`config.mk`:
```
export PLATFORM = sky130hd
export DESIGN_NAME = obj_tile_match
export DESIGN_NICKNAME = d
export VERILOG_FILES = /design/src/source/obj_pkg.sv /design/src/source/obj_tile_match.sv
export SDC_FILE = /design/constraint.sdc
export NUM_CORES = 1
export LEC_CHECK = 0
export BUFFER_PORTS_ARGS = -buffer_cell sky130_fd_sc_hd__clkbuf_2
export CAP_MARGIN = 15
export CORE_ASPECT_RATIO = 1.1
export CORE_MARGIN = 1.5
export CORE_UTILIZATION = 50
export DETAILED_ROUTE_END_ITERATION = 8
export HOLD_SLACK_MARGIN = 0.03
export PLACE_DENSITY_LB_ADDON = 0.3
export SYNTH_ARGS = -nofsm -noshare
export SYNTH_HDL_FRONTEND = slang
export SYNTH_SLANG_ARGS = --single-unit
```
`constraint.sdc`:
```
create_clock -name clk -period 2.14 [get_ports clk]
set_input_delay 0.428 -clock clk [delete_from_list [all_inputs] [get_ports clk]]
set_output_delay 0.428 -clock clk [all_outputs]
set_load 0.05 [all_outputs]
```
`src/source/obj_pkg.sv`:
```
/*
  Shared constants for the sprite line scanner.
  Table is 256 entries of four 16-bit fields, written by the CPU one field at a time.
  Offsets are stored with the bias already removed.
*/
package obj_pkg;

    // frame table geometry
    localparam int TABLE_DEPTH = 256;
    localparam int TABLE_AW    = 8;

    // field index inside an entry, taken from cpu address bits 1..0
    localparam logic [1:0] FLD_X    = 2'd0;
    localparam logic [1:0] FLD_Y    = 2'd1;
    localparam logic [1:0] FLD_CODE = 2'd2;
    localparam logic [1:0] FLD_ATTR = 2'd3;

    // cpu word address, bit 10 picks table or registers
    localparam int CPU_AW = 11;

    localparam logic [2:0] REG_XOFF = 3'd4;
    localparam logic [2:0] REG_YOFF = 3'd5;

    // screen coordinates
    localparam int HPOS_W = 9;
    localparam int VPOS_W = 9;
    localparam int XPOS_W = 10;   // sprite x and horizontal offset

    // subtracted from whatever the cpu writes
    localparam logic [XPOS_W-1:0] XOFF_BIAS = 10'h040;
    localparam logic [VPOS_W-1:0] YOFF_BIAS = 9'h010;

    // draw command: code, attr, hpos, prio from the top down
    localparam int DRAW_W = 16 + 16 + HPOS_W + 3;

    localparam int QUEUE_DEPTH = 4;
    localparam int QUEUE_AW    = 2;

endpackage

```
`src/source/obj_tile_match.sv`:
```
/*
  Vertical zone test and tile code forming for one sprite.
  Fields are sampled only while match_en is high; results hold until the next request.
  code_mn follows n combinationally, so the column loop can step n without a new request.
*/
`timescale 1ns/1ps

module obj_tile_match
    import obj_pkg::*;
(
    input  logic              clk,
    input  logic              rst,
    input  logic              match_en,
    input  logic [VPOS_W-1:0] vrenderf,
    input  logic [VPOS_W-1:0] off_y,
    input  logic [15:0]       table_y,
    input  logic [15:0]       table_code,
    input  logic [15:0]       table_attr,
    input  logic [3:0]        n,          // current tile column
    output logic              inzone,
    output logic [3:0]        vsub,
    output logic [15:0]       code_mn,
    output logic [3:0]        obj_row
);

    logic [VPOS_W-1:0] obj_y;
    logic [VPOS_W-1:0] row;
    logic [3:0]        tile_m;
    logic              vflip;
    logic              zone_hit;
    logic [3:0]        row_idx;
    logic [15:0]       code_q;

    assign tile_m = table_attr[15:12];
    assign vflip  = table_attr[6];

    // line relative to sprite top, wraps at 512
    assign obj_y = table_y[VPOS_W-1:0] - off_y;
    assign row   = vrenderf - obj_y;

    // row < (tile_m+1)*16
    assign zone_hit = !row[8] && (row[7:4] <= tile_m);
    assign row_idx  = vflip ? tile_m - row[7:4] : row[7:4];

    always_ff @(posedge clk, posedge rst) begin
        if (rst) begin
            inzone <= 1'b0;
        end else if (match_en) begin
            inzone <= zone_hit;
        end
    end

    always_ff @(posedge clk) begin
        if (match_en) begin
            vsub    <= row[3:0] ^ {4{vflip}};
            obj_row <= row_idx;
            code_q  <= table_code;
        end
    end

    // row steps the middle nibble, column the low one, both wrap
    assign code_mn = {code_q[15:8], code_q[7:4] + obj_row, code_q[3:0] + n};

endmodule

```
==> results of run 1 <==
-- metrics by stage --
stage / setup TNS, ns / util / instance area, sq um / std cells / worst slack, ns
after floorplan: -3.81 / - / 2070 / 186 / -0.997
after CTS: -3.48 / 0.743 / 2780 / 338 / -0.894
after global routing: -4.25 / 0.782 / 2930 / 342 / -1.10
after global placement: -4.72 / 0.704 / 2630 / 328 / -1.12
after detailed placement: -5.07 / 0.704 / 2630 / 328 / -1.22
final: -3.61 / 0.782 / 2930 / 342 / -0.942
-- cell type report --
class	instances	area, sq um
Inverter	45	169
Multi-Input combinational cell	106	1210
Tap cell	50	62.6
Fill cell	260	816
Clock buffer	3	41.3
Timing Repair Buffer	112	687
Sequential cell	25	746
Clock inverter	1	8.76
-- synthesized netlist by cell type, drive strengths merged, types with 2 or more instances --
cell type  number  share of area
a211oi          2         0.0075
a21o            4          0.016
a21oi           5          0.013
buf             9          0.033
edfxtp         24           0.36
fa             11           0.11
ha             18           0.11
inv            45          0.085
mux2            2          0.013
mux2i           3          0.015
nand2           8          0.015
nor2            6          0.011
nor3            2         0.0050
nor4b           3          0.013
o21a            3          0.015
o21ai           4          0.012
or2             2         0.0063
xnor2          15          0.066
xor2            8          0.035
-- sequential cells by signal, summed over array words and instances (netlist names) --
name     flops
code_q      16
inzone       1
obj_row      4
vsub         4
-- cell families (layout without fill, tap and decap cells) --
logic type      after synthesis  count (layout)  share of synthesized area
fa+ha+maj                    29              29                      0.223
buf+inv                      55             161                      0.119
mux                           5               5                     0.0282
compound gates               23              23                     0.0860
simple gates                 26              26                     0.0678
xor+xnor                     23              23                      0.101
flops                        25              25                      0.374
-- worst reg2reg max path, stage by stage, from the launching register on --
cell and delay, ns:
dfrtp_1 0.36, nor2_1 0.05, a211oi_1 0.21
-- per-layer routing --
metal	vias to the layer above	track usage
met5	-	0
met1	789	0.189
met4	0	0.0676
met2	55	0.383
li1	812	-
met3	4	0.0211
-- path summary, 6_finish.rpt --
check,from,endpoint,slack (ns),cells after the start
setup / recovery,off_y[1],obj_row[2]$_DFFE_PP_,-0.94,16
hold / removal,table_code[14],code_q[14]$_DFFE_PP_,0.33,1
setup reg to reg,inzone$_DFFE_PP0P_,inzone$_DFFE_PP0P_,1.44,2
hold reg to reg,inzone$_DFFE_PP0P_,inzone$_DFFE_PP0P_,0.57,2
max in group asynchronous,rst,inzone$_DFFE_PP0P_,1.53,3
min in group asynchronous,rst,inzone$_DFFE_PP0P_,0.52,3
-- power by group --
part | total [uW] | internal, uW | switching [uW]
Combinational | 2020 | 881 | 1140
Clock | 286 | 136 | 150
Sequential | 690 | 649 | 41.2
Total | 3000 | 1670 | 1330
-- what timing repair did --
item | in CTS | in global routing
endpoints found under the setup margin | 7 | 12
buffers inserted | 5 | 6
resized for setup | 12 | 29
hold buffers | 1 | 0
pin swaps | 7 | 31
endpoints found under the hold margin | 1 | 0
==> metrics.txt, run 1 <==
Post-synth EDFFs 24; register area share after synthesis 0.374; commonest non-fill, non-tap cells in the layout clkbuf_2 (71), inv_1 (37), buf_4 (32), edfxtp_1 (24), ha_1 (11); Die Footprint about 4400 sq um; RSZ-0062 raised after global routing yes; Max Fclk between 300 and 400 MHz; Area Growth Syn to Fin 46.8%; vias in the first global route between 1500 and 2000; hold_ws approximately 0.33 ns; Final Wtd Congestion about 0.85; # IOs a little under 100; Max-cap violations 0; worst path arrival time around 3.1 ns; Post-Synthesis Cells 186; initial antenna violation count 0; minimum clock period slightly above 3 ns; PnR Total Power around 3000 uW; # nets final slightly below 400; row count 23; top layer in use met4; critical path's slowest cell fa_2; final worst-path cycle share 1.44; gr ovfl total 0; largest net degree at the start of global routing 20; final WL around 4200 um; final setup skew 0 ns; crit-path cells buf_6 -> inv_2 -> fa_2 -> inv_2 -> ha_4 -> a21o_1 -> a21oi_2 -> nor2_1 -> nor2_1 -> xor2_1 -> inv_1 -> fa_2 -> xor2_1 -> nand2_1 -> xnor2_2 -> xnor2_1; routed length per placed instance ~12 um; H-tree depth 1; Slew HR 0.713; Post-Syn Area per Cell between 10 and 15 sq um; met3 WL post-DR roughly 170 um; WP data required about 2.2 ns; Port Buf Inserts slightly below 80; # DRC 0; Buf/Inv on CP 4; Pre-Repair DR Iteration Count 4; Crit path largest cell delay 0.60 ns; CTS tree yes; violated checks negative setup slack; Clock Tree Root clkbuf_8; # diodes 0; clock buffer depth 2; Peak supply drop between 0.3 and 0.4 mV; post-synthesis instance area around 2000 sq um; share of cells above drive strength 1 0.548; warnings from Yosys 0; CORE AREA ~3700 sq um; antenna-violating nets left 0; asr flop ratio synth 0.0400; Main synth FF type edfxtp_1; Worst Max-Slew Pin Slew between 0.4 and 0.5 ns; #FFs+latches synth 25; type of origin of the critical path input port; synth unique cells 37; metal2 WL around 2400 um; syn nets between 200 and 300; Pleak approximately 0.0015 uW; Met1 Wirelength 1570 um; CP Max Fanout 2; Hold Path Class in -> reg; Die Width 63.2 um; final setup vio count 5; status finished, violations left; final worst-path setup slack -0.942 ns; fin. max-slew vios 0; via-per-instance ratio ~4.9; Critical Path Sink Type flop; PD cells slightly above 1000 nW/um^2; crit path kind in -> reg; Top Family by Delay on Critical Path adder cells; starting density of the core 0.533; hpwl dp approximately 3400 um; Vias 1660; first-pass GRT wire length about 6700 um; first-iteration detailed-routing DRC count 41; All-Layer GR Usage 0.188; Worst-Skew Late Latency ~0.26 ns; Die Y slightly below 70 um; number of buffers created by CTS 3; TritonCTS Sinks 25; most common cell after layout, fill and taps aside clkbuf_2; Hold Vio Cnt, Final 0; clock-pin transition on the worst setup and hold timing paths ~0.090 ns
Note: power is estimated with default switching activity, not from simulation.
==> run 2: changes to the inputs <==
Settings changed: CORE_ASPECT_RATIO 1.1 to unset.
==> metrics.txt, run 2 (synthesis results as in run 1) <==
status finished, violations left; violated checks negative setup slack; most common cell after layout, fill and taps aside clkbuf_2; switching power share of the total 0.437 (-0.00741); final worst-path setup slack -0.985 ns (-0.0432 ns); worst path arrival time 3.14 ns (+0.05 ns); Pre-Repair DR Iteration Count 6 (+2); hold_ws 0.329 ns (-0.000375 ns); share of cells above drive strength 1 0.542 (-0.00557); CP Max Fanout 2 (unchanged); switching pwr 1320 uW (-0.60%); starting density of the core 0.532 (about the same); crit-path cells buf_6 -> fa_1 -> inv_1 -> ha_1 -> a21o_1 -> a21oi_2 -> nor2_1 -> nor2_1 -> xor2_1 -> inv_1 -> fa_2 -> xor2_1 -> nand2_1 -> xnor2_1 -> xnor2_1; Final TNS setup -3.72 ns (-0.112 ns); gr ovfl total 0 (unchanged); R2R Path End inzone$_DFFE_PP0P_; Worst R2R Setup Slack 1.45 ns (about the same); # DRC 0 (unchanged); clock power share 0.091 (-0.004); initial antenna violation count 0 (unchanged); first-iteration detailed-routing DRC count 49 (+20%); H-tree depth 1 (unchanged); Vias 1621 (-2.3%); Die Footprint 4370 sq um (about the same); crit path kind in -> reg; TritonCTS Sinks 25 (unchanged); CTS tree yes; hpwl dp 3100 um (-8.4%); PnR Total Power 3030 uW (+1.1%); part of the power in registers 0.226 (-0.004); critical path's slowest cell fa_1; Hold Vio Cnt, Final 0 (unchanged); dpl ws -1.18 ns (+0.0367 ns); Port Buf Inserts 79 (unchanged); # diodes 0 (unchanged); Worst Max-Slew Pin Slew 0.390 ns (-0.0401 ns); combinational share of power 0.683 (+0.009); Layout Utilization 0.790 (+0.00783); Critical Path Sink Type flop; final worst-path cycle share 1.46 (+0.0202); P_int 1710 uW (+2.4%); multi-input logic area 1210 sq um (+0.31%); Area Growth Syn to Fin 48.3%; routed length per placed instance 11.9 um (-3.3%); Slew HR 0.740 (+0.0267); final setup vio count 5 (unchanged); Die Width 66.1 um (+4.6%); All-Layer GR Usage 0.192 (+0.00439); clock buffer depth 2 (unchanged); Worst-Skew Late Latency 0.26 ns (about the same); vias in the first global route 1520 (-11%); first-pass GRT wire length 6370 um (-4.8%); hold path startpoint table_code[0]; Max-cap violations 0 (unchanged); antenna-violating nets left 0 (unchanged); final WL 4090 um (-3.0%); type of origin of the critical path input port; worst r2r src inzone$_DFFE_PP0P_; Reg2Reg Depth 2 (unchanged); PD cells 1020 nW/um^2 (about the same); minimum clock period 3.12 ns (+0.0432 ns); Hold Path Sink code_q[0]$_DFFE_PP_; Clock Tree Root clkbuf_8; # nets final 398 (+0.76%); area occupied by registers 746 sq um (unchanged); CORE AREA 3740 sq um (about the same); Biggest register code_q; Crit path largest cell delay 0.58 ns (-0.02 ns); Peak supply drop 0.436 mV (+12%); Final Wtd Congestion 0.910 (+6.8%); WP data required 2.16 ns (about the same); max reg flops 16 (unchanged); Max Fclk 320 MHz (-1.4%); final setup skew 0 ns (unchanged); via-per-instance ratio 4.73 (-2.6%); clock-pin transition on the worst setup and hold timing paths 0.09 ns (about the same); commonest non-fill, non-tap cells in the layout clkbuf_2 (71), inv_1 (39), buf_4 (33), edfxtp_1 (24), ha_1 (11); row count 22 (-4.3%); Regs by FF count code_q: 16 flops, obj_row: 4 flops, vsub: 4 flops; Hold Path Class in -> reg; # IOs 98 (unchanged); Fillers 252 (-3.1%); Min-Delay Path Depth 1 (unchanged); RSZ-0062 raised after global routing yes; Pleak 0.00151 uW (+1.3%); largest net degree at the start of global routing 17 (-15%); Die Y 66.1 um (-4.5%); number of buffers created by CTS 3 (unchanged); fin. max-slew vios 0 (unchanged)
run 2: cell count changes in the layout (fill, tap and decap cells not counted), sizes merged:
cell    previous run  this run
clkbuf            74        78
buf               40        39
clkinv             0         1
inv               46        45
run 2: layer usage:
metal	wire (um)	share of wire	up-vias	track usage
met1	1620	0.40	747	0.219
met3	201	0.049	6	0.0187
met5	0	0	-	0
met2	2200	0.54	55	0.363
met4	69	0.017	0	0.0765
li1	-	-	813	-
run 2: worst max path at each step:
stage | from | slack, ns | cells past startpoint | to
after floorplan | table_y[1] | -1.0 | 14 | obj_row[2]$_DFFE_PP_
after global placement | vrenderf[4] | -1.15 | 14 | inzone$_DFFE_PP0P_
after detailed placement | table_y[1] | -1.18 | 15 | obj_row[2]$_DFFE_PP_
after CTS | table_y[1] | -0.85 | 15 | obj_row[2]$_DFFE_PP_
after global routing | table_y[1] | -1.17 | 15 | obj_row[2]$_DFFE_PP_
final | table_y[1] | -0.98 | 15 | obj_row[2]$_DFFE_PP_
run 2: critical path: cells and delay by family:
family | cells | cell delay [ns]
buf+inv | 3 | 0.26
simple gates | 3 | 0.27
fa+ha+maj | 3 | 1.21
compound gates | 2 | 0.31
xor+xnor | 4 | 0.64
run 2: timing repair:
action / in CTS / in global routing
resized for setup: 19 / 21
endpoints found under the setup margin: 8 / 12
hold endpoints to repair: 1 / 0
hold buffers: 1 / 0
setup buffers: 12 / 1
pin swaps: 12 / 15
run 2: stage by stage:
step | cells | cell area, sq um
CTS | 344 | 2890
global route | 343 | 2960
finish | 343 | 2960
global placement | 327 | 2640
floorplan | 186 | 2070
detailed placement | 327 | 2640
run 2: power by group through the flow:
| stage | registers [uW] | clock network, uW | logic (uW) |
|---|---|---|---|
| 6_report | 685 | 276 | 2070 |
| 3_5_place_dp | 699 | 0 | 1650 |
| 3_3_place_gp | 695 | 0 | 1610 |
| 2_1_floorplan | 903 | 0 | 1020 |
| 4_1_cts | 687 | 279 | 1940 |
| 5_1_grt | 695 | 302 | 2220 |
run 2: layout make-up:
type / count / area share
multi-input cells: 106 / 0.411
flip-flops and latches: 25 / 0.252
repair buffers: 115 / 0.244
inverters: 45 / 0.0571
well taps: 48 / 0.0203
clock buffers: 3 / 0.0140
clock inverters: 1 / 0.00169
==> run 3: changes to the inputs <==
Settings changed: CORE_ASPECT_RATIO set to 0.7.
==> metrics.txt, run 3 (synthesis results as in run 1) <==
# nets final 396 (-0.50%); Worst Setup EP obj_row[2]$_DFFE_PP_; first-pass GRT wire length 6450 um (+1.3%); met3 WL post-DR 197 um (-2.0%); Worst Max-Slew Pin Slew 0.384 ns (-0.00680 ns); Area Growth Syn to Fin 42.7%; vias in the first global route 1545 (+1.6%); metal2 WL 2100 um (-4.6%); Critical Path Sink Type flop; top layer in use met4; All-Layer GR Usage 0.188 (-0.00351); max reg flops 16 (unchanged); Slew HR 0.744 (+0.00454); Regs by FF count code_q: 16 flops, obj_row: 4 flops, vsub: 4 flops; initial antenna violation count 0 (unchanged); Pre-Repair DR Iteration Count 4 (-2); share of cells above drive strength 1 0.522 (-0.0202); worst setup path start vrenderf[1]; # diodes 0 (unchanged); # IOs 98 (unchanged); row count 18 (-18%); Biggest register code_q; Final Wtd Congestion 0.845 (-7.2%); clock-pin transition on the worst setup and hold timing paths 0.09 ns (about the same); minimum clock period 3.16 ns (+0.0305 ns); Max-cap violations 0 (unchanged); Met1 Wirelength 1710 um (+5.9%); gr ovfl total 0 (unchanged); Hold Vio Cnt, Final 0 (unchanged); Peak supply drop 0.882 mV (+100%); crit-path cells buf_6 -> inv_2 -> fa_1 -> inv_1 -> ha_1 -> a21o_1 -> a21oi_4 -> nor2_2 -> nor2_2 -> xor2_2 -> inv_2 -> fa_2 -> xor2_1 -> nand2_1 -> xnor2_2 -> xnor2_1; final WL 4110 um (+0.39%); dpl ws -1.35 ns (-0.172 ns); first-iteration detailed-routing DRC count 43 (-12%); Max Fclk 317 MHz (-0.97%); final setup skew 0 ns (unchanged); CP Max Fanout 3 (+1); violated checks negative setup slack; worst r2r src inzone$_DFFE_PP0P_; status finished, violations left; CTS tree yes; critical path's slowest cell fa_1; most common cell after layout, fill and taps aside clkbuf_2; Worst-Skew Late Latency 0.26 ns (about the same); number of buffers created by CTS 3 (unchanged); Worst R2R Setup Slack 1.43 ns (-0.02 ns); final setup vio count 5 (unchanged); H-tree depth 1 (unchanged); via-per-instance ratio 4.66 (-1.5%); commonest non-fill, non-tap cells in the layout clkbuf_2 (72), inv_1 (37), buf_4 (33), edfxtp_1 (24), ha_1 (13); # DRC 0 (unchanged); fin. max-slew vios 0 (unchanged); final worst-path setup slack -1.02 ns (-0.0305 ns); Hold Path Class in -> reg; R2R Path End inzone$_DFFE_PP0P_; crit path kind in -> reg; Fillers 261 (+3.6%); CORE AREA 3670 sq um (-1.9%); final worst-path cycle share 1.47 (+0.0143); RSZ-0062 raised after global routing yes; starting density of the core 0.543 (+0.0105); routed length per placed instance 12.0 um (+0.39%); worst path arrival time 3.18 ns (+0.04 ns); type of origin of the critical path input port; WP data required 2.17 ns (about the same); PnR Total Power 2910 uW (-4.0%); Pleak 0.00147 uW (-2.3%); Die Y 55.8 um (-16%); Clock Tree Root clkbuf_8; hpwl dp 3160 um (+2.1%); antenna-violating nets left 0 (unchanged); Crit path largest cell delay 0.56 ns (-0.02 ns); Reg2Reg Depth 2 (unchanged); Die Footprint 4380 sq um (+0.15%); Die Width 78.5 um (+19%); TritonCTS Sinks 25 (unchanged); largest net degree at the start of global routing 17 (unchanged); Vias 1597 (-1.5%); PD cells 1020 nW/um^2 (-0.18%); Port Buf Inserts 79 (unchanged); clock buffer depth 2 (unchanged)
## run 3: cell count changes in the layout (fill, tap and decap cells not counted), moves of 2 or more
cell / delta
buf_6: -3
inv_2: +2
ha_4: -3
ha_1: +2
inv_1: -2
## run 3: what timing repair did
action,4_1_cts,5_1_grt
hold endpoints to repair,1,0
pin swaps,9,17
setup endpoints to repair,7,11
buffers inserted,10,3
hold buffers,1,0
resized for setup,6,20
## run 3: critical path: cells and delay by family
family | cells | cell delay [ns]
and+or+nand+nor | 3 | 0.30
AOI/OAI and AO/OA | 2 | 0.38
xor gates and xnor gates | 4 | 0.63
buffers and inverters | 4 | 0.21
adders and majority gates | 3 | 1.21
## run 3: layer usage
layer,vias up,track usage
li1,808,-
met1,732,0.232
met2,49,0.334
met3,8,0.0393
met4,0,0.0536
met5,-,0
## run 3: worst min path at each step
stage	start	end	slack [ns]	depth (start not counted)
final	table_code[1]	code_q[1]$_DFFE_PP_	0.33	1
after global routing	table_code[1]	code_q[1]$_DFFE_PP_	0.32	1
after CTS	table_code[1]	code_q[1]$_DFFE_PP_	0.33	1
after detailed placement	rst	inzone$_DFFE_PP0P_	0.25	2
after global placement	rst	inzone$_DFFE_PP0P_	0.25	2
after floorplan	rst	inzone$_DFFE_PP0P_	0.16	1
## run 3: through the flow
stage	util	std cells	cell area (sq um)	TNS, ns	hold WS (ns)
after CTS	0.757	342	2780	-4.03	0.326
after global routing	0.775	343	2840	-4.62	0.315
after global placement	0.717	328	2630	-5.37	0.251
final	0.775	343	2840	-4.08	0.328
after floorplan	-	186	2070	-3.81	0.157
after detailed placement	0.717	328	2630	-5.62	0.249
## run 3: layout make-up
class                           count  area, sq um  area share
Clock buffer                        3         41.3      0.0145
Clock inverter                      1         5.00     0.00176
Inverter                           45          169      0.0594
Multi-Input combinational cell    106         1140       0.400
Sequential cell                    25          746       0.262
Tap cell                           50         62.6      0.0220
Timing Repair Buffer              113          683       0.240
## run 3: power breakdown
group	internal, uW	switching (uW)
sequential	649	37.5
combinational	854	1100
clock	130	138
total	1630	1280
